`src/design/soc_pkg.sv`:
```
/*
 * Shared definitions for the peripheral subsystem
 * Bus geometry, slave address map, I/O widths and register offsets
 */
package soc_pkg;

	// ------------------------------------------------------------------------
	// Bus geometry
	// ------------------------------------------------------------------------
	localparam int ADDR_W = 32;
	localparam int DATA_W = 32;
	localparam int SEL_W  = 4;

	// Region field sits in the upper address bits
	localparam int REGION_LSB = 17;
	localparam int REGION_W   = ADDR_W - REGION_LSB;

	// Region codes, same map as the full SoC
	localparam logic [REGION_W-1:0] REGION_BRAM  = 15'h0000;
	localparam logic [REGION_W-1:0] REGION_TIMER = 15'h7001;
	localparam logic [REGION_W-1:0] REGION_GPIO  = 15'h7002;

	// 4096 words of block RAM
	localparam int BRAM_ADDR_W = 12;

	// ------------------------------------------------------------------------
	// Board I/O and interrupts
	// ------------------------------------------------------------------------
	localparam int IRQ_W        = 3;
	localparam int BTN_W        = 4;
	localparam int LED_W        = 8;
	localparam int GPIO_BTN_LSB = 8;
	localparam int TIMER_CH     = 2;

	// Decode targets
	typedef enum logic [1:0] {BRAM, TIMER, GPIO, NONE} slave_e;

	// Timer register offsets, word-address bits 3:2
	typedef enum logic [1:0] {CTRL = 2'd0, COMPARE = 2'd1, COUNTER = 2'd2} timer_reg_e;

	// Timer CTRL bit positions
	localparam int CTRL_EN     = 0;
	localparam int CTRL_AR     = 1;
	localparam int CTRL_IRQ_EN = 2;
	localparam int CTRL_TRIG   = 3;

	// GPIO register offsets, word-address bits 3:2
	typedef enum logic [1:0] {IN = 2'd0, OUT = 2'd1, MASK = 2'd2} gpio_reg_e;

endpackage

```
`src/design/wb_decoder.sv`:
```
/*
 * Wishbone address decoder and response mux
 * Per-slave strobes, read data and ack return, default responder
 */
`timescale 1ns/1ps

module wb_decoder import soc_pkg::*; (
	input  logic              clk_i,
	input  logic              rst_n_i,
	input  logic [ADDR_W-1:0] adr_i,
	input  logic              cyc_i,
	input  logic              stb_i,
	input  logic [DATA_W-1:0] bram_dat_i,
	input  logic [DATA_W-1:0] timer_dat_i,
	input  logic [DATA_W-1:0] gpio_dat_i,
	input  logic              bram_ack_i,
	input  logic              timer_ack_i,
	input  logic              gpio_ack_i,
	output logic              bram_stb_o,
	output logic              timer_stb_o,
	output logic              gpio_stb_o,
	output logic [DATA_W-1:0] dat_o,
	output logic              ack_o
);

	logic [REGION_W-1:0] region;
	slave_e              target;
	logic                req;
	logic                none_ack;

	assign region = adr_i[ADDR_W-1:REGION_LSB];
	assign req    = cyc_i & stb_i;

	// Region field to slave
	always_comb begin
		case (region)
			REGION_BRAM:  target = BRAM;
			REGION_TIMER: target = TIMER;
			REGION_GPIO:  target = GPIO;
			default:      target = NONE;
		endcase
	end

	// One strobe at most is active
	assign bram_stb_o  = req & (target == BRAM);
	assign timer_stb_o = req & (target == TIMER);
	assign gpio_stb_o  = req & (target == GPIO);

	// ------------------------------------------------------------------------
	// Default responder for unmapped space
	// ------------------------------------------------------------------------
	// Acks one cycle after the request, like a real slave
	always_ff @(posedge clk_i) begin
		if (!rst_n_i) begin
			none_ack <= 1'b0;
		end else begin
			none_ack <= req & (target == NONE) & ~none_ack;
		end
	end

	// Return path, no extra register
	always_comb begin
		case (target)
			BRAM: begin
				dat_o = bram_dat_i;
				ack_o = bram_ack_i;
			end
			TIMER: begin
				dat_o = timer_dat_i;
				ack_o = timer_ack_i;
			end
			GPIO: begin
				dat_o = gpio_dat_i;
				ack_o = gpio_ack_i;
			end
			default: begin
				// Stray access reads zero
				dat_o = '0;
				ack_o = none_ack;
			end
		endcase
	end

endmodule

```
`config.mk`:
```
export PLATFORM = sky130hd
export DESIGN_NAME = wb_decoder
export DESIGN_NICKNAME = d
export VERILOG_FILES = /design/src/design/soc_pkg.sv /design/src/design/wb_decoder.sv
export SDC_FILE = /design/constraint.sdc
export NUM_CORES = 1
export LEC_CHECK = 0
export ABC_AREA = 1
export BUFFER_PORTS_ARGS = -buffer_cell sky130_fd_sc_hd__buf_4
export CAP_MARGIN = 20
export CORE_AREA = 2 2 66 68
export CTS_CLUSTER_SIZE = 30
export DETAILED_ROUTE_END_ITERATION = 10
export DIE_AREA = 0 0 68 70
export PLACE_DENSITY = 0.77
export SLEW_MARGIN = 20
export SYNTH_ARGS = -nofsm -noshare
export SYNTH_HDL_FRONTEND = slang
export SYNTH_SLANG_ARGS = --single-unit
```
`constraint.sdc`:
```
create_clock -name clk_i -period 1.6 [get_ports clk_i]
set_input_delay 0.32 -clock clk_i [delete_from_list [all_inputs] [get_ports clk_i]]
set_output_delay 0.32 -clock clk_i [all_outputs]
set_load 0.03 [all_outputs]
```
==> impl_results.md <==
* Worst path cell trace: buf_6 -> nor2_4 -> nand2_2 -> nor2_4 -> buf_6 -> nand2_4 -> clkinv_8 -> clkbuf_16 -> nand2_2 -> nand3_2 -> buf_6
* Hold depth at 3
* Peak supply drop at 153.8 uV
* Most frequent cells in the layout: buf_4, nand2_1, buf_6
* Largest reg by FF count: none_ack
* All-layer global routing usage at 18.77%
* Layout cell share with drive strength beyond 1 at 73.14%
* Min-Delay Endpoint: none_ack
* Hpwl dp at 3444 um
* Yosys warns at 0
* DR vias/cell at 4.619
* Crit path kind: in2out
* Die Wd at 68 um
* Post-Syn Area at 829.5 um2
* Initial DRT Pass Iterations at 4
* Commonest non-fill, non-tap cell in the layout: buf_4
* Clock transition at path regs at 0 ns
* Routed length per instance at 13.59 um
* Max_cap viols at 0
* Highest cell delay on the worst timing path at 0.17 ns
* Hold Vio Cnt, Final at 0
* Slew Viols, Final at 0
* Area Growth Syn to Fin at 240.0%
* Worst Skew at 0 ns
* Reg2reg start: none_ack
* Critical Path Stages at 11
* First-pass GRT wire length at 7293 um
* Net Count, Synth at 318
* Worst hold margin at 0.5099 ns
* Peak Freq at 554.5 MHz
* Final net count at 487
* Static Leak at 1.624 nW
* Failing checks: negative setup slack
* Vias in the first global route at 1721
* Outcome: complete, but fails checks
* Core area at 0.004144 mm2
* Synth cell types at 13
* CP Buf/Inv Count at 5
* Final setup fails at 34
* Slew headroom at 88.41%
* Residual DRC at 0
* Max reg flops at 1
* Final min period at 1.804 ns
* Setup ws final at -0.2035 ns
* Slowest cell on crit path: clkbuf_16
* Placed inst area at 0.002121 mm2
* Worst Hold Class: reg2reg
* Hold buffers post-CTS at 0
* Most frequent CP cell: buf_6
* Initial antenna violation count at 0
* Antenna Violating Nets Remaining at 0
* CP top delay family: buffers and inverters
* Total Wirelength at 5462 um
* R2r setup slk at 1.03 ns
* Mapped Avg Cell Area at 4.533 um2
* CP Max Fanout at 8
* Die height at 70 um
* Layout Utilization at 68.06%
* Reg2reg end: none_ack
* Register area share after synthesis at 2.413%
* Sum of negative setup slack at -4.698 ns
* Starting Density at 20.02%
* Syn Inst Count at 183
* Required @ worst endpoint at 1.28 ns
* ANT cells at 0
* Top flop regs: none_ack (1)
* Largest net degree at the start of global routing at 19
* Cells on worst reg2reg path at 3
* Critical path data arrival time at 1.48 ns
* Final Power at 0.0003073 W
* Crit path capture type: primary output
* DIE AREA at 0.004760 mm2
* GPL Wtd Cong at 0.7489
* #FFs+latches synth at 1
* RSZ-0062 raised after global routing: yes
* PortBufs at 153
* Detailed Route Iter0 Violations at 42
* Final Cell Area at 0.002820 mm2
* Cell Pwr Density at 109.0 mW/mm2
* Min-delay src: none_ack
* Final Cycle Share at 112.7%
* Worst-Skew Late Latency at 0 ns
* Io pins at 171
* Pin slew with the least headroom to its limit at 0.1734 ns
* Row count at 24
* Grt ovf at 0
* Startpoint class of the critical path: input port
* Routed vias at 1857
[report_power, final]
group	switching [W]	internal, W	total, W
Clock	0	0	0
Combinational	0.0000792	0.000201	0.000280
Sequential	0.000000475	0.0000265	0.0000270
Total	0.0000797	0.000228	0.000307
[cell families (layout without fill, tap and decap cells)]
| family | count (synthesis) | after routing | synth area share (%) |
|---|---|---|---|
| flip-flops | 1 | 1 | 2.413 |
| AND/OR/NAND/NOR | 167 | 167 | 83.86 |
| buffers and inverters | 15 | 182 | 13.72 |
[worst max path at each step]
stage / start / end / slack [ns]
floorplan: adr_i[28] / dat_o[0] / 0.02
global placement: adr_i[28] / dat_o[1] / -0.17
detailed placement: adr_i[26] / dat_o[1] / -0.18
CTS: adr_i[24] / dat_o[31] / -0.14
global route: adr_i[25] / dat_o[27] / -0.26
finish: adr_i[25] / dat_o[27] / -0.20
[synth_stat cells]
| cell type | number | share of area [%] |
|---|---|---|
| dfxtp_1 | 1 | 2.4 |
| nand4_1 | 2 | 1.5 |
| nor2_2 | 1 | 0.75 |
| nor2_1 | 19 | 8.6 |
| buf_4 | 3 | 2.7 |
| nand3_1 | 37 | 22 |
| nand2_1 | 104 | 47 |
| clkinv_2 | 1 | 0.60 |
| inv_2 | 2 | 0.91 |
| nand2_2 | 3 | 2.3 |
| inv_1 | 3 | 1.4 |
| nor2_4 | 1 | 1.4 |
| buf_6 | 6 | 8.1 |
[tightest hold or removal path, delay by kind of cell (launching register included)]
kind	cells	cell delay [ns]
AND/OR/NAND/NOR	2	0.12
buffers and inverters	1	0.04
flip-flops	1	0.31
[routing by layer]
layer | part of all wire [%] | track usage, % | vias to the layer above | wire, um
met3 | 8.8 | 3.221 | 6 | 478
met2 | 57 | 38.51 | 77 | 3121
li1 | - | - | 913 | -
met1 | 33 | 18.98 | 861 | 1803
met4 | 1.1 | 2.444 | 0 | 59
met5 | 0 | 0 | - | 0
[timing repair]
item                                    4_1_cts  5_1_grt
resized for setup                            79       67
gates cloned                                  3        3
pin swaps                                     9       13
setup buffers                                 5        0
endpoints found under the setup margin       36       36
[metrics by stage]
step | std cells | setup slack [ns]
after detailed placement | 393 | -0.1777
after CTS | 400 | -0.1360
after global routing | 402 | -0.2555
after floorplan | 183 | 0.01807
after global placement | 393 | -0.1654
final | 402 | -0.2035
[area by class of cell]
type / instances / area, um2
Fill cell: 348 / 1324
Inverter: 6 / 45.04
Multi-Input combinational cell: 167 / 1021
Sequential cell: 1 / 20.02
Tap cell: 52 / 65.06
Timing Repair Buffer: 176 / 1669
Note: power is estimated with default switching activity, not from simulation.
