**src/design/soc_pkg.sv**
```systemverilog
/*
 * Shared definitions for the peripheral subsystem
 * Bus geometry, slave address map, I/O widths and register offsets
 */
package soc_pkg;

	// ------------------------------------------------------------------------
	// Bus geometry
	// ------------------------------------------------------------------------
	localparam int ADDR_W = 32;
	localparam int DATA_W = 32;
	localparam int SEL_W  = 4;

	// Region field sits in the upper address bits
	localparam int REGION_LSB = 17;
	localparam int REGION_W   = ADDR_W - REGION_LSB;

	// Region codes, same map as the full SoC
	localparam logic [REGION_W-1:0] REGION_BRAM  = 15'h0000;
	localparam logic [REGION_W-1:0] REGION_TIMER = 15'h7001;
	localparam logic [REGION_W-1:0] REGION_GPIO  = 15'h7002;

	// 4096 words of block RAM
	localparam int BRAM_ADDR_W = 12;

	// ------------------------------------------------------------------------
	// Board I/O and interrupts
	// ------------------------------------------------------------------------
	localparam int IRQ_W        = 3;
	localparam int BTN_W        = 4;
	localparam int LED_W        = 8;
	localparam int GPIO_BTN_LSB = 8;
	localparam int TIMER_CH     = 2;

	// Decode targets
	typedef enum logic [1:0] {BRAM, TIMER, GPIO, NONE} slave_e;

	// Timer register offsets, word-address bits 3:2
	typedef enum logic [1:0] {CTRL = 2'd0, COMPARE = 2'd1, COUNTER = 2'd2} timer_reg_e;

	// Timer CTRL bit positions
	localparam int CTRL_EN     = 0;
	localparam int CTRL_AR     = 1;
	localparam int CTRL_IRQ_EN = 2;
	localparam int CTRL_TRIG   = 3;

	// GPIO register offsets, word-address bits 3:2
	typedef enum logic [1:0] {IN = 2'd0, OUT = 2'd1, MASK = 2'd2} gpio_reg_e;

endpackage

```
**src/design/wb_gpio.sv**
```systemverilog
/*
 * GPIO slave
 * Two-flop input synchronizer, output and mask registers, level interrupt
 */
`timescale 1ns/1ps

module wb_gpio import soc_pkg::*; (
	input  logic              clk_i,
	input  logic              rst_n_i,
	input  logic              stb_i,
	input  logic              we_i,
	input  logic [1:0]        adr_i,
	input  logic [DATA_W-1:0] dat_i,
	input  logic [DATA_W-1:0] gpio_in_i,
	output logic [DATA_W-1:0] dat_o,
	output logic              ack_o,
	output logic [DATA_W-1:0] gpio_out_o,
	output logic              irq_o
);

	logic [DATA_W-1:0] in_meta;
	logic [DATA_W-1:0] in_sync;
	logic [DATA_W-1:0] mask_q;
	logic              access;
	gpio_reg_e         reg_sel;

	assign reg_sel = gpio_reg_e'(adr_i);
	assign access  = stb_i & ~ack_o;

	// ------------------------------------------------------------------------
	// Input synchronizer
	// ------------------------------------------------------------------------
	// Pins land in IN two cycles after they change
	always_ff @(posedge clk_i) begin
		if (!rst_n_i) begin
			in_meta <= '0;
			in_sync <= '0;
		end else begin
			in_meta <= gpio_in_i;
			in_sync <= in_meta;
		end
	end

	// ------------------------------------------------------------------------
	// Register file
	// ------------------------------------------------------------------------
	always_ff @(posedge clk_i) begin
		if (!rst_n_i) begin
			gpio_out_o <= '0;
			mask_q     <= '0;
			ack_o      <= 1'b0;
		end else begin
			ack_o <= access;
			// IN is read-only
			if (access && we_i) begin
				case (reg_sel)
					OUT:     gpio_out_o <= dat_i;
					MASK:    mask_q     <= dat_i;
					default: ;
				endcase
			end
		end
	end

	// Read data at the ack edge
	always_ff @(posedge clk_i) begin
		if (access) begin
			case (reg_sel)
				IN:      dat_o <= in_sync;
				OUT:     dat_o <= gpio_out_o;
				MASK:    dat_o <= mask_q;
				default: dat_o <= '0;
			endcase
		end
	end

	// High while any unmasked input is set
	assign irq_o = |(in_sync & mask_q);

endmodule

```
**config.mk**
```make
export PLATFORM = sky130hd
export DESIGN_NAME = wb_gpio
export DESIGN_NICKNAME = d
export VERILOG_FILES = /design/src/design/soc_pkg.sv /design/src/design/wb_gpio.sv
export SDC_FILE = /design/constraint.sdc
export NUM_CORES = 1
export LEC_CHECK = 0
export BUFFER_PORTS_ARGS = -buffer_cell sky130_fd_sc_hd__buf_2
export CAP_MARGIN = 20
export CORE_MARGIN = 2
export CORE_UTILIZATION = 48
export DETAILED_ROUTE_END_ITERATION = 10
export PLACE_DENSITY = 0.75
export SYNTH_ARGS = -nofsm -noshare
export SYNTH_HDL_FRONTEND = slang
export SYNTH_SLANG_ARGS = --single-unit
export TNS_END_PERCENT = 50
```
**constraint.sdc**
```tcl
create_clock -name clk_i -period 2.35 [get_ports clk_i]
set_input_delay 0.235 -clock clk_i [delete_from_list [all_inputs] [get_ports clk_i]]
set_output_delay 0.235 -clock clk_i [all_outputs]
set_load 0.1 [all_outputs]
```
==> flow_summary.yaml <==
placement:
  io_buffer_count: 135
  hpwl_mm: 11.1
  gp_congestion: 0.844
power_and_ir_drop:
  p_per_area_nw_per_um2: 846
  netSwitchingFraction_pct: 25.4
  p_leak_uw: 0.00304
  combPwrFrac_pct: 11.6
  p_int_uw: 4740
  power.total_uw: 6360
  seq_power_share_pct: 46.7
  p_switching_uw: 1620
  clkPwrFrac_pct: 41.7
  ir_drop_mv: 0.516
sta:
  max_freq_mhz: 447
  final_hold_viol_count: 0
  setup_viol: 0
  period_share_pct: 95.1
  drv_slew: 0
  rsz0062_at_grt: "false"
  worst_pin_slew_ns: 0.633
  min_period_ns: 2.23
  fin_tns_setup_ns: 0
  skew_ns: 0.0135
  relSlewSlack_pct: 57.8
layout:
  fillCellCount: 1094
  area_growth_pct: 23.2
  finalNetCount: 783
  multi_input_area_um2: 2350
  layout-drive-gt1-share_pct: 25.1
  diodes: 0
  ff_latch_area_um2: 3540
critical_path:
  crit_chain: "a22oi_1 -> nand4_1 -> or4_1 -> buf_4"
  rrSetupSlack_ns: 0.75
  cp-start-kind: "flip-flop"
  path_max_fanout: 3
  reg2reg_depth: 4
  r2r_start: "ack_o$_SDFF_PN0_"
  crit_required_ns: 2.12
  max_stage_delay_ns: 0.60
  end_kind: "output pin"
  r2r_end: "mask_q[5]$_SDFFE_PN0P_"
  crit_arrival_ns: 2.00
  cp_slowest_cell: "or4_1"
  path_class: "reg -> out"
logic_synthesis:
  yosys_register_bits: 161
  synth_area_um2: 6100
  seq_area_frac_synth_pct: 58.0
  synth_top_area_share_pct: 42.3
  ys_types: 20
  synth_cells: 593
  yosysMostFrequentCell: "dfxtp_1"
  synth_commonest_cells: "dfxtp_1 (129), o21ai_0 (96), and2_1 (65), nand3_1 (64), a21boi_1 (44)"
  synth.top_cells.by_area: "dfxtp_1 (42%), edfxtp_1 (16%), o21ai_0 (7.9%)"
  yosysTopAreaCell: "dfxtp_1"
  avgSynthCellArea_um2: 10.3
  ys_async_sr_fraction_pct: 0
  syn_nets: 663
  yosysWarnings: 0
  ys.flop_type: "dfxtp_1"
  synth_enable_flop_cells: 32
worst_hold_path:
  min_path_cells: 2
  min-delay-start: "gpio_in_i[29]"
  min_to: "in_meta[29]$_SDFF_PN0_"
  holdCritPathClass: "in -> reg"
route:
  drtAntennaViolNets: 0
  totalWireLength_mm: 16.4
  vias: 5043
  drt_iter0_drc: 587
  drc_errors: 0
  viasPerCell: 5.62
  first_pass_iters: 5
  wire_per_inst_um: 18.3
cts:
  clock_latency_ns: 0.42
  cts-buffers-inserted: 17
  numClockSinks: 161
  cts_max_path_buffers: 2
  clk_pin_slew_ns: 0.06
  cts_tree: "yes"
  post_cts_buffers: 0
  cts-root-buf: "clkbuf_16"
  htree_levels: 4
  ctsHoldBuffers: 0
run_status:
  status: "finished, final reports clean"
global_routing:
  overflow: 0
  grtUsageTotal_pct: 25.1
  grt_first_pass_wirelength_mm: 25.4
  antenna_found_initial: 0
  grt_start_max_net_pins: 130
  grt_pass1_vias: 4916
die:
  io_pins: 136
  die_y_um: 117
  die_w_um: 117
  rows: 41
  core_um2: 12500
  start_util_pct: 48.8
  dieArea_um2: 13600
flow_run:
  max-cap-violations: 0
-- cell families after synthesis --
logic type | Yosys count | synth area share, %
AOI/OAI and AO/OA | 176 | 17.7
and+or+nand+nor | 173 | 15.2
DFF | 161 | 58.0
buffers and inverters | 51 | 3.81
muxes | 32 | 5.25
-- critical path: cells and delay by family, from the launching register on --
family	cells	cell delay, ns
buf+inv	1	0.27
compound gates	1	0.22
flops	1	0.32
simple gates	2	0.76
-- repair_timing --
item	in CTS	in global routing
endpoints found under the setup margin	0	1
hold endpoints to repair	0	0
gates resized for setup	0	2
-- worst max path at each step --
stage | from | to | slack (ns) | cells past startpoint
after floorplan | ack_o$_SDFF_PN0_ | dat_o[0]$_DFFE_PN_ | 0.27 | 1
after global placement | mask_q[24]$_SDFFE_PN0P_ | irq_o | 0.52 | 4
after detailed placement | mask_q[26]$_SDFFE_PN0P_ | irq_o | 0.52 | 4
after CTS | mask_q[26]$_SDFFE_PN0P_ | irq_o | 0.07 | 4
after global routing | mask_q[26]$_SDFFE_PN0P_ | irq_o | 0.02 | 4
final | mask_q[26]$_SDFFE_PN0P_ | irq_o | 0.12 | 4
-- metal layers --
layer,vias up,routed length [µm],global-route usage [%],part of all wire (%)
met5,-,0,0,0
met4,0,511,12.5,3.1
met3,44,1370,6.23,8.3
met2,257,7900,40.2,48
met1,2409,6630,31.7,40
li1,2333,-,-,-
-- stage by stage --
step                      hold WS, ns  cell area (µm²)  std cells  utilization, %  setup WS, ns
after detailed placement        0.422             6950        866            55.5         0.520
after global placement          0.418             6950        866            55.5         0.516
final                          0.0112             7520        898            60.1         0.115
after CTS                     0.00109             7520        898            60.0        0.0660
after global routing           0.0105             7520        898            60.1        0.0218
after floorplan                 0.357             6110        593               -         0.270
-- power by group through the flow --
stage	sequential [µW]	combinational (µW)	clock (µW)
after CTS	2970	735	2690
after detailed placement	3030	731	0
after global placement	3030	725	0
after global routing	2980	773	2810
final	2970	738	2650
after floorplan	3320	230	0
-- final cells by class --
class,count,share of cell area [%]
Clock buffer,26,6.51
Clock inverter,6,1.07
Multi-Input combinational cell,381,31.2
Sequential cell,161,47.1
Tap cell,172,2.86
Timing Repair Buffer,152,11.2
-- placed cells by master (no fill, tap or decap), drive strengths merged, types with 26 or more instances in the layout --
cell    Yosys  layout
buf        24     152
dfxtp     129     129
o21ai      96      96
and2       65      65
nand3      64      64
a21boi     64      64
mux2i      32      32
nand2      32      32
edfxtp     32      32
clkbuf     27      26
-- sequential cells by signal, summed over array words and instances, names as in the netlist --
| signal | cells |
|---|---|
| gpio_out_o | 32 |
| ack_o | 1 |
| dat_o | 32 |
| in_meta | 32 |
| in_sync | 32 |
| mask_q | 32 |
No activity file was read; power rests on OpenSTA's default activity.
