===== config.mk =====
export PLATFORM = sky130hd
export DESIGN_NAME = wb_timer
export DESIGN_NICKNAME = d
export VERILOG_FILES = /design/src/design/soc_pkg.sv /design/src/design/wb_timer.sv
export SDC_FILE = /design/constraint.sdc
export NUM_CORES = 1
export LEC_CHECK = 0
export ABC_AREA = 1
export ABC_CLOCK_PERIOD_IN_PS = 8000
export BUFFER_PORTS_ARGS = -buffer_cell sky130_fd_sc_hd__buf_4
export CORE_ASPECT_RATIO = 2
export CORE_UTILIZATION = 33
export DETAILED_ROUTE_END_ITERATION = 12
export GPL_TIMING_DRIVEN = 0
export HOLD_SLACK_MARGIN = 0.03
export PLACE_DENSITY_LB_ADDON = 0.08
export REMOVE_ABC_BUFFERS = 1
export SYNTH_ARGS = -nofsm -noshare
export SYNTH_HDL_FRONTEND = slang
export SYNTH_SLANG_ARGS = --single-unit

===== constraint.sdc =====
create_clock -name clk_i -period 8 [get_ports clk_i]
set_clock_uncertainty 0.15 [all_clocks]
set_input_delay 0.4 -clock clk_i [delete_from_list [all_inputs] [get_ports clk_i]]
set_output_delay 0.4 -clock clk_i [all_outputs]
set_load 0.01 [all_outputs]

===== src/design/soc_pkg.sv =====
/*
 * Shared definitions for the peripheral subsystem
 * Bus geometry, slave address map, I/O widths and register offsets
 */
package soc_pkg;

	// ------------------------------------------------------------------------
	// Bus geometry
	// ------------------------------------------------------------------------
	localparam int ADDR_W = 32;
	localparam int DATA_W = 32;
	localparam int SEL_W  = 4;

	// Region field sits in the upper address bits
	localparam int REGION_LSB = 17;
	localparam int REGION_W   = ADDR_W - REGION_LSB;

	// Region codes, same map as the full SoC
	localparam logic [REGION_W-1:0] REGION_BRAM  = 15'h0000;
	localparam logic [REGION_W-1:0] REGION_TIMER = 15'h7001;
	localparam logic [REGION_W-1:0] REGION_GPIO  = 15'h7002;

	// 4096 words of block RAM
	localparam int BRAM_ADDR_W = 12;

	// ------------------------------------------------------------------------
	// Board I/O and interrupts
	// ------------------------------------------------------------------------
	localparam int IRQ_W        = 3;
	localparam int BTN_W        = 4;
	localparam int LED_W        = 8;
	localparam int GPIO_BTN_LSB = 8;
	localparam int TIMER_CH     = 2;

	// Decode targets
	typedef enum logic [1:0] {BRAM, TIMER, GPIO, NONE} slave_e;

	// Timer register offsets, word-address bits 3:2
	typedef enum logic [1:0] {CTRL = 2'd0, COMPARE = 2'd1, COUNTER = 2'd2} timer_reg_e;

	// Timer CTRL bit positions
	localparam int CTRL_EN     = 0;
	localparam int CTRL_AR     = 1;
	localparam int CTRL_IRQ_EN = 2;
	localparam int CTRL_TRIG   = 3;

	// GPIO register offsets, word-address bits 3:2
	typedef enum logic [1:0] {IN = 2'd0, OUT = 2'd1, MASK = 2'd2} gpio_reg_e;

endpackage


===== src/design/wb_timer.sv =====
/*
 * Two-channel timer slave
 * Per channel CTRL, COMPARE and COUNTER, one-shot or auto-reload, interrupts
 */
`timescale 1ns/1ps

module wb_timer import soc_pkg::*; (
	input  logic                clk_i,
	input  logic                rst_n_i,
	input  logic                stb_i,
	input  logic                we_i,
	input  logic [2:0]          adr_i,
	input  logic [DATA_W-1:0]   dat_i,
	output logic [DATA_W-1:0]   dat_o,
	output logic                ack_o,
	output logic [TIMER_CH-1:0] irq_o
);

	logic [TIMER_CH-1:0] en;
	logic [TIMER_CH-1:0] ar;
	logic [TIMER_CH-1:0] irq_en;
	logic [TIMER_CH-1:0] trig;
	logic [DATA_W-1:0]   compare [TIMER_CH];
	logic [DATA_W-1:0]   counter [TIMER_CH];

	logic       access;
	logic       wr;
	logic       ch_sel;
	timer_reg_e reg_sel;

	// Bit 2 picks the channel and bits 1:0 the register
	assign ch_sel  = adr_i[2];
	assign reg_sel = timer_reg_e'(adr_i[1:0]);
	assign access  = stb_i & ~ack_o;
	assign wr      = access & we_i;

	// ------------------------------------------------------------------------
	// Counters and bus writes
	// ------------------------------------------------------------------------
	always_ff @(posedge clk_i) begin
		if (!rst_n_i) begin
			en     <= '0;
			ar     <= '0;
			irq_en <= '0;
			trig   <= '0;
			ack_o  <= 1'b0;
			for (int ch = 0; ch < TIMER_CH; ch++) begin
				compare[ch] <= '0;
				counter[ch] <= '0;
			end
		end else begin
			ack_o <= access;
			for (int ch = 0; ch < TIMER_CH; ch++) begin
				if (en[ch]) begin
					if (counter[ch] == compare[ch]) begin
						trig[ch] <= 1'b1;
						// Restart or stop and hold
						if (ar[ch]) begin
							counter[ch] <= '0;
						end else begin
							en[ch] <= 1'b0;
						end
					end else begin
						counter[ch] <= counter[ch] + DATA_W'(1);
					end
				end
			end
			// Bus write wins over the count logic
			if (wr) begin
				case (reg_sel)
					CTRL: begin
						en[ch_sel]     <= dat_i[CTRL_EN];
						ar[ch_sel]     <= dat_i[CTRL_AR];
						irq_en[ch_sel] <= dat_i[CTRL_IRQ_EN];
						// Write one to clear
						if (dat_i[CTRL_TRIG]) begin
							trig[ch_sel] <= 1'b0;
						end
					end
					COMPARE: compare[ch_sel] <= dat_i;
					COUNTER: counter[ch_sel] <= dat_i;
					default: ;
				endcase
			end
		end
	end

	// Read data registered at the ack edge
	always_ff @(posedge clk_i) begin
		if (access) begin
			case (reg_sel)
				CTRL: begin
					dat_o <= {{(DATA_W-4){1'b0}}, trig[ch_sel], irq_en[ch_sel],
						ar[ch_sel], en[ch_sel]};
				end
				COMPARE: dat_o <= compare[ch_sel];
				COUNTER: dat_o <= counter[ch_sel];
				default: dat_o <= '0;
			endcase
		end
	end

	// Level interrupt per channel
	assign irq_o = trig & irq_en;

endmodule


==> results of run 1 <==
path summary, 6_finish.rpt:
check,startpoint,endpoint,cells past startpoint
min reg2reg,ar[1],ar[1],2
max reg2reg,ack_o,counter[0][24],6
max,adr_i[2],counter[1][31],6
min,dat_i[1],ar[1],3
Yosys cell counts (4+ instances only):
cell / n / share of area (%)
dfxtp_1: 9 / 1.8
inv_1: 129 / 4.9
nand2_1: 260 / 9.9
nand3_1: 36 / 1.8
nor2_2: 4 / 0.25
xnor2_1: 57 / 5.1
o21ai_0: 67 / 3.4
nor3_1: 18 / 0.92
o22ai_1: 75 / 4.8
xor2_1: 27 / 2.4
a21oi_1: 42 / 2.1
buf_2: 7 / 0.36
nand2_2: 4 / 0.25
edfxtp_1: 160 / 49
nand4_1: 11 / 0.70
clkbuf_1: 28 / 1.1
nor2_1: 212 / 8.1
layout make-up:
type | instances | share of cell area (%)
multi-input cells | 833 | 36.2
clock inverters | 15 | 1.80
well taps | 364 | 3.99
clock buffers | 17 | 3.73
repair buffers | 82 | 6.31
inverters | 132 | 4.34
flip-flops and latches | 169 | 43.7
where the power goes:
part	total [mW]	switching, mW	leakage (nW)	internal [mW]
Combinational	0.227	0.144	2.35	0.0823
Sequential	1.07	0.0511	1.71	1.02
Clock	0.921	0.371	0.307	0.549
state kept, by name, indices dropped and copies added (netlist names):
| signal | count |
|---|---|
| counter | 64 |
| dat_o | 32 |
| irq_en | 2 |
| en | 2 |
| compare | 64 |
| ar | 2 |
| ack_o | 1 |
| trig | 2 |
per-layer routing:
metal	GRT usage, %	vias to the layer above
met5	0	-
li1	-	4037
met4	13.1	0
met2	49.2	197
met1	27.8	4004
met3	3.11	60
kinds of logic after synthesis:
group	Yosys count	synth area share (%)
simple gates	554	23.0
compound gates	193	11.0
buf+inv	178	7.49
flops	169	50.8
xor+xnor	84	7.49
fa+ha+maj	2	0.255
through the flow:
stage          cells  area, µm²  hold WS [ns]
2_1_floorplan   1134       9580         0.291
3_3_place_gp    1571      10600         0.287
3_5_place_dp    1579      10800         0.325
4_1_cts         1612      11400        0.0588
5_1_grt         1612      11400        0.0840
6_report        1612      11400        0.0850
critical path, delay by kind of cell:
kind	cells	cell delay [ns]
and+or+nand+nor	2	1.04
buffers and inverters	4	2.02
==> results.py, run 1 <==
metrics = {
    "critical_path": {
        "worstSetupPathType": "input pin to flip-flop",
        "critPathMaxStageDelay_ns": 0.71,
        "arrival_ns": 3.53,
        "crit_path_end_kind": "flip-flop",
        "path_max_fanout": 76,
        "path_cells": "buf_4, inv_2, nor4_4, inv_2, nand3_2, buf_12",
        "crit_top_cell": "inv_2",
        "cp_slowest_cell": "inv_2",
        "worstSetupStartpointType": "input pin",
        "rrSetupSlack_ns": 4.62,
        "crit_required_ns": 8.00,
    },
    "worst_hold_path": {
        "min_path_type": "input pin to flip-flop",
    },
    "sta": {
        "finalWorstSetupSlack_ns": 4.47,
        "relSlewSlack_pct": 11.5,
        "fin_tns_setup_ns": 0,
        "finalCriticalPeriod_ns": 3.53,
        "setup_viol": 0,
        "worstMarginPinSlew_ns": 1.32,
        "slew_violations": 0,
        "rsz0062_at_grt": "false",
        "fmaxAchievable_mhz": 284,
        "finalCritPeriodShare_pct": 44.1,
        "hold_viol_final": 0,
    },
    "pwr": {
        "ir_drop_uv": 153,
        "pwr_density_cell_nw_per_um2": 194,
        "fin_total_pwr_mw": 2.21,
        "leakagePower_nw": 4.36,
    },
    "routing": {
        "highest_layer": "met4",
        "vias": 8298,
        "antenna_left": 0,
        "wl_met1_mm": 14.1,
        "wl_met3_um": 905,
        "drc": 0,
        "drt-total-wl_mm": 38.2,
        "drtIter0Drc": 586,
        "wire_per_inst_um": 23.7,
        "dr.pass1.iters": 5,
        "viasPerCell": 5.15,
        "wl_met2_mm": 21.3,
    },
    "die": {
        "die_y_um": 246,
        "die_x_um": 124,
        "coreArea_um2": 29400,
        "row_count": 89,
        "dieArea_um2": 30500,
        "start_util_pct": 33.4,
        "io-pin-count": 74,
    },
    "job": {
        "cap_viol_max_count": 0,
    },
    "cts": {
        "cts_sinks": 169,
        "cts_tree": "done",
        "postCtsHoldBufs": 1,
        "cts_buffers": 17,
        "cts_resized": 0,
        "cts_max_level": 4,
        "clk_latency_ns": 0.46,
        "cts_buffer_depth": 2,
        "clk_pin_slew_ns": 0.07,
        "cts_setup_buffers": 0,
        "root_buffer": "clkbuf_16",
    },
    "synthesis": {
        "ys.flop_type": "edfxtp_1",
        "avgSynthCellArea_um2": 8.32,
        "ys_seq_area_share_pct": 50.8,
        "synth-edff-count": 160,
        "netlist_area_um2": 9820,
        "synthCells": 1180,
        "ys_seq_elements": 169,
        "synth.distinct_cells": 36,
        "yosys_warnings": 0,
        "async_reset_ff_share_pct": 0,
    },
    "final_layout": {
        "final_common_cell": "nand2_1",
        "utilization_pct": 38.8,
        "layout_common_cells": "nand2_1, nor2_1, edfxtp_1",
        "n_fill_cell": 3151,
        "drive_above_1_share_pct": 10.8,
        "regArea_um2": 4980,
        "fin_nets": 1276,
        "diodes": 0,
        "multi_input_area_um2": 4130,
        "syn2layout_area_growth_pct": 16.3,
    },
    "grt": {
        "grt-ovfl-total": 0,
        "grt_max_degree": 77,
        "antenna_found_initial": 0,
        "grtUsageTotal_pct": 26.2,
        "first_global_vias": 8155,
        "grt_pass1_wl_mm": 54.6,
    },
    "placement": {
        "dpl_worst_slack_ns": 4.02,
        "hpwl_mm": 28.9,
        "place.gp.congestion": 0.929,
        "io_buffers": 73,
    },
    "outcome": {
        "status": "finished clean",
    },
}
(Power assumes the default switching activity.)
==> run 2, diff against run 1 <==
ABC_AREA = 0   (was 1)
ABC_CLOCK_PERIOD_IN_PS = 3300   (was 8000)
clock period = 3.3 ns   (was 8 ns; I/O delays follow)
==> run 2 against run 1 <==
Against the previous run: routed wire length decreased by 19%; non-clock buffer count increased by 55; critical path depth is 1 lower; clock power is 120% higher; flip-flop and latch count unchanged; global-route usage shrank 4.2 points; hold slack better by 0.035 ns; synthesized cell count decreased by 28%; largest power group unchanged.
==> results.py, run 2 <==
metrics = {
    "routing": {
        "wl_met3_um": 945,
        "wl_met2_mm": 16.7,
        "antenna_left": 0,
        "drc": 0,
        "dr.pass1.iters": 6,
        "wire_per_inst_um": 23.5,
        "drt-total-wl_mm": 30.9,
        "viasPerCell": 5.33,
        "highest_layer": "met4",
        "drtIter0Drc": 325,
        "vias": 6992,
        "wl_met1_mm": 11.9,
    },
    "synthesis": {
        "synth.distinct_cells": 46,
        "avgSynthCellArea_um2": 11.2,
        "yosys_warnings": 0,
        "yosysTopAreaCell": "edfxtp_1",
        "async_reset_ff_share_pct": 0,
        "synthCells": 845,
        "synth.top_cells.by_count": "edfxtp_1, xor2_1, nand2_1, mux2i_1, o21ai_0",
        "ys.flop_type": "edfxtp_1",
        "ys_seq_elements": 169,
        "post-synth-top-count-cell": "edfxtp_1",
        "ys_seq_area_share_pct": 52.8,
        "netlist_area_um2": 9440,
        "synth-edff-count": 160,
        "yosys.area.top_type_share_pct": 50.9,
        "synthTopCellsByArea": "edfxtp_1, xor2_1, mux2i_1, nand2_1, o21ai_0",
    },
    "die": {
        "die_x_um": 122,
        "dieArea_um2": 29300,
        "die_y_um": 241,
        "coreArea_um2": 28200,
        "io-pin-count": 74,
        "start_util_pct": 33.5,
        "row_count": 87,
    },
    "critical_path": {
        "path_max_fanout": 32,
        "path_cells": "xor2_1, nor4_1, nand4_1, o21ai_4, o21ai_0",
        "crit_required_ns": 3.30,
        "critPathMaxStageDelay_ns": 0.81,
        "cp_slowest_cell": "o21ai_4",
        "worstSetupPathType": "flip-flop to flip-flop",
        "arrival_ns": 3.27,
        "crit_path_end_kind": "flip-flop",
        "worstSetupStartpointType": "flip-flop",
    },
    "cts": {
        "cts_sinks": 169,
        "clk_latency_ns": 0.45,
        "cts_buffer_depth": 2,
        "cts_tree": "done",
        "cts_max_level": 4,
        "clk_pin_slew_ns": 0.07,
        "cts_buffers": 17,
        "root_buffer": "clkbuf_16",
    },
    "pwr": {
        "pwr_density_cell_nw_per_um2": 441,
        "clkPwrFrac_pct": 39.2,
        "swShare_pct": 26.1,
        "fin_total_pwr_mw": 5.09,
        "leakagePower_nw": 4.40,
        "p_int_mw": 3.76,
        "ir_drop_uv": 362,
        "power_frac_comb_pct": 10.6,
        "seqPwrFrac_pct": 50.2,
        "power_switching_mw": 1.33,
    },
    "job": {
        "cap_viol_max_count": 0,
    },
    "placement": {
        "place.gp.congestion": 0.800,
        "dpl_cell_area_um2": 10500,
        "hpwl_mm": 22.3,
        "io_buffers": 73,
    },
    "final_layout": {
        "postLayoutCellArea_um2": 11500,
        "utilization_pct": 40.9,
        "n_fill_cell": 2729,
        "reg.largest.list": "compare: 64 flops, counter: 64 flops, dat_o: 32 flops",
        "final_common_cell": "edfxtp_1",
        "drive_above_1_share_pct": 17.1,
        "multi_input_area_um2": 4220,
        "layout_common_cells": "edfxtp_1, xor2_1, nand2_1",
        "fin_nets": 984,
        "diodes": 0,
        "syn2layout_area_growth_pct": 22.2,
        "regArea_um2": 4980,
    },
    "outcome": {
        "status": "finished clean",
    },
    "sta": {
        "relSlewSlack_pct": 10.7,
        "setup_viol": 0,
        "worstMarginPinSlew_ns": 1.33,
        "hold_viol_final": 0,
        "finalCriticalPeriod_ns": 3.27,
        "fmaxAchievable_mhz": 306,
        "slew_violations": 0,
        "finalCritPeriodShare_pct": 99.0,
    },
    "grt": {
        "grt_pass1_wl_mm": 45.6,
        "grt_max_degree": 104,
        "grt-ovfl-total": 0,
        "grtUsageTotal_pct": 22.0,
        "antenna_found_initial": 0,
        "first_global_vias": 7188,
    },
    "worst_hold_path": {
        "min_path_type": "input pin to flip-flop",
    },
}
## run 2: changes by cell type in the layout (fill, tap and decap cells not counted), sizes merged, moves of 37 or more
cell and change:
a21oi -38, and2 +39, and3 +40, dlygate4sd3 +37
inv -115, mux2i +68, nand2 -180, nor2 -197
o22ai -43, xor2 +68
## run 2: metrics by stage
step | hold WS, ns | worst slack, ns | std cells | TNS (ns)
final | 0.120 | 0.0343 | 1312 | 0
after global routing | 0.135 | -0.0159 | 1312 | -0.0504
after CTS | 0.108 | 0.00196 | 1311 | 0
after detailed placement | 0.325 | -1.04 | 1239 | -57.60
after global placement | 0.316 | -4.20 | 1216 | -796.86
after floorplan | 0.137 | -0.560 | 787 | -36.59
## run 2: worst paths after layout
path                    end          start  cells past startpoint  slack (ns)
max          counter[1][11]  counter[1][1]                      5        0.03
min reg2reg         trig[1]        trig[1]                      1        0.39
max reg2reg  counter[1][11]  counter[1][1]                      5        0.03
min                   en[0]           we_i                      5        0.12
## run 2: logic make-up after synthesis
group	synth area share [%]
AO/OA/AOI/OAI	6.82
XOR/XNOR	11.5
adder cells (fa/ha/maj)	0.265
buffers and inverters	3.50
flip-flops	52.8
multiplexers	7.21
AND/OR/NAND/NOR	17.9
## run 2: layout make-up
cell class,count,share of cell area (%)
inverters,11,0.358
clock inverters,12,0.716
well taps,356,3.86
repair buffers,137,11.0
flip-flops and latches,169,43.2
multi-input cells,607,36.6
clock buffers,20,4.24
## run 2: metal layers
layer | track usage [%] | up-vias
met3 | 2.52 | 59
met1 | 24.1 | 3472
met4 | 11.4 | 0
met2 | 40.9 | 180
li1 | - | 3281
met5 | 0 | -
## run 2: power by group through the flow
stage                     Sequential [mW]  Combinational (mW)  Clock [mW]
after floorplan                      2.59               0.199           0
final                                2.56               0.538        2.00
after global placement               2.61               0.464           0
after CTS                            2.56               0.546        2.04
after global routing                 2.57               0.574        2.11
after detailed placement             2.60               0.504           0
## run 2: worst max-delay path: cells and delay by family (launching register included)
kind | cells | cell delay (ns)
AOI/OAI and AO/OA | 2 | 1.05
DFF | 1 | 0.55
xor gates and xnor gates | 1 | 0.26
and+or+nand+nor | 2 | 0.93
## run 2: what timing repair did
action,4_1_cts,5_1_grt
pin swaps,2,2
setup endpoints to repair,84,21
hold endpoints to repair,149,0
buffers inserted,2,1
hold buffers,38,0
resized for setup,5,1
==> run 3, diff against run 2 <==
ABC_CLOCK_PERIOD_IN_PS = 3450   (was 3300)
REMOVE_ABC_BUFFERS = not set   (was 1)
clock period = 3.45 ns   (was 3.3 ns; I/O delays follow)
==> run 3 against run 2 <==
Against the previous run: register-to-register slack better by 0.05 ns; clock power about the same; first-iteration DRC count up 55%.
==> results.py, run 3 (synthesis results as in run 2) <==
metrics = {
    "outcome": {
        "status": "finished clean",
    },
    "cts": {
        "cts_buffer_depth": 2,
        "root_buffer": "clkbuf_16",
        "clk_latency_ns": 0.46,
        "clk_pin_slew_ns": 0.07,
        "cts_sinks": 169,
        "cts_tree": "done",
        "cts_buffers": 17,
        "cts_max_level": 4,
    },
    "worst_hold_path": {
        "min_path_cells": 5,
        "holdPathEnd": "trig[0]",
        "min_from": "we_i",
        "min_path_type": "input pin to flip-flop",
    },
    "pwr": {
        "fin_total_pwr_mw": 4.97,
        "p_int_mw": 3.69,
        "pwr_density_cell_nw_per_um2": 427,
        "seqPwrFrac_pct": 48.9,
        "clkPwrFrac_pct": 40.3,
        "power_switching_mw": 1.28,
        "power_frac_comb_pct": 10.8,
        "leakagePower_nw": 4.46,
        "ir_drop_uv": 296,
        "swShare_pct": 25.7,
    },
    "final_layout": {
        "reg.largest.list": "compare: 64 flops, counter: 64 flops, dat_o: 32 flops",
        "final_common_cell": "edfxtp_1",
        "diodes": 0,
        "drive_above_1_share_pct": 16.8,
        "layout_common_cells": "edfxtp_1, xor2_1, nand2_1",
        "utilization_pct": 41.2,
        "n_fill_cell": 2717,
        "syn2layout_area_growth_pct": 23.1,
        "fin_nets": 1033,
    },
    "critical_path": {
        "r2r_end": "counter[1][2]",
        "crit_required_ns": 3.50,
        "cp_slowest_cell": "nor4_1",
        "reg2reg_depth": 8,
        "path_delay_family": "simple AND/OR/NAND/NOR gates",
        "crit_top_cell": "buf_4",
        "critPathMaxStageDelay_ns": 0.53,
        "arrival_ns": 3.42,
        "path_cells": "xor2_1, nor4_1, nand4_1, nor3_1, o211ai_1, buf_4, buf_4, buf_4",
        "path_max_fanout": 9,
        "r2r_start": "counter[1][1]",
        "rrSetupSlack_ns": 0.08,
        "cp_num_buf_inv": 3,
        "crit_path_end_kind": "flip-flop",
        "worstSetupStartpointType": "flip-flop",
        "worstSetupPathType": "flip-flop to flip-flop",
    },
    "routing": {
        "antenna_left": 0,
        "drtIter0Drc": 504,
        "drt-total-wl_mm": 33.4,
        "drc": 0,
        "wire_per_inst_um": 24.6,
        "dr.pass1.iters": 5,
        "viasPerCell": 5.29,
        "vias": 7201,
    },
    "grt": {
        "antenna_found_initial": 0,
        "grt_max_degree": 27,
        "first_global_vias": 7311,
        "grtUsageTotal_pct": 24.0,
        "grt_pass1_wl_mm": 48.8,
        "grt-ovfl-total": 0,
    },
    "job": {
        "cap_viol_max_count": 0,
    },
    "sta": {
        "setup_viol": 0,
        "relSlewSlack_pct": 21.4,
        "finalCritPeriodShare_pct": 97.6,
        "finalWorstSetupSlack_ns": 0.0838,
        "hold_viol_final": 0,
        "worstMarginPinSlew_ns": 1.17,
        "fmaxAchievable_mhz": 297,
        "fin_tns_setup_ns": 0,
        "finalCriticalPeriod_ns": 3.37,
        "slew_violations": 0,
        "rsz0062_at_grt": "false",
        "worst_hold_slack_ns": 0.0982,
    },
    "die": {
        "coreArea_um2": 28200,
        "dieArea_um2": 29300,
        "row_count": 87,
        "die_y_um": 241,
        "io-pin-count": 74,
        "die_x_um": 122,
        "start_util_pct": 33.5,
    },
    "placement": {
        "place.gp.congestion": 0.849,
        "dpl_worst_slack_ns": -0.222,
        "hpwl_mm": 25.2,
        "io_buffers": 73,
    },
    "synthesis": {
        "synth_nets": 886,
    },
}
## run 3: cell types whose count changed in the layout (fill, tap and decap cells not counted), sizes merged
cell	previous run	this run
clkbuf	20	46
buf	99	114
inv	18	12
clkinvlp	0	4
dlygate4sd3	38	42
bufinv	0	3
clkinv	5	6
dlymetal6s2s	0	1
## run 3: layer usage
layer / wire [µm] / global-route usage (%) / up-vias
li1: - / - / 3376
met1: 12500 / 25.8 / 3560
met2: 18300 / 44.3 / 201
met3: 1080 / 3.88 / 64
met4: 1620 / 12.5 / 0
met5: 0 / 0 / -
## run 3: area by class of cell
cell class                 instances  area [µm²]  area share [%]
tap                              356         445            3.83
buffer                            58         290            2.50
inverter                          11        41.3           0.355
multi-input combinational        607        4180            35.9
clock inverter                    14         156            1.35
sequential                       169        4980            42.9
clock buffer                      17         425            3.66
timing repair buffer             128        1110            9.51
## run 3: worst max-delay path by stage
| stage | from | to | slack [ns] | cells after the start |
|---|---|---|---|---|
| floorplan | counter[0][7] | counter[0][0] | 0.35 | 6 |
| global placement | counter[0][28] | counter[0][15] | -1.74 | 5 |
| detailed placement | counter[1][0] | counter[1][9] | -0.22 | 8 |
| CTS | counter[1][27] | counter[1][2] | 0.03 | 8 |
| global route | counter[1][1] | counter[1][2] | 0.004 | 8 |
| finish | counter[1][1] | counter[1][2] | 0.08 | 8 |
## run 3: worst min-delay path: cells and delay by family
| family | cells | cell delay [ns] |
|---|---|---|
| AND/OR/NAND/NOR | 3 | 0.24 |
| AO/OA/AOI/OAI | 1 | 0.13 |
| buffers and inverters | 1 | 0.11 |
## run 3: through the flow
step	instances	instance area, µm²
6_report	1360	11600
5_1_grt	1360	11600
4_1_cts	1359	11600
3_5_place_dp	1286	10600
3_3_place_gp	1274	10400
2_1_floorplan	845	9450
## run 3: repair_timing
action | 4_1_cts | 5_1_grt
pin swaps | 0 | 1
hold endpoints to repair | 142 | 0
resized for setup | 4 | 1
setup endpoints to repair | 52 | 15
setup buffers | 0 | 1
hold buffers | 42 | 0
## run 3: power groups by stage
stage	sequential [mW]	clock [mW]	combinational (mW)
2_1_floorplan	2.47	0	0.235
3_3_place_gp	2.48	0	0.486
3_5_place_dp	2.47	0	0.506
4_1_cts	2.43	2.01	0.546
5_1_grt	2.44	2.09	0.577
6_report	2.43	2.00	0.538
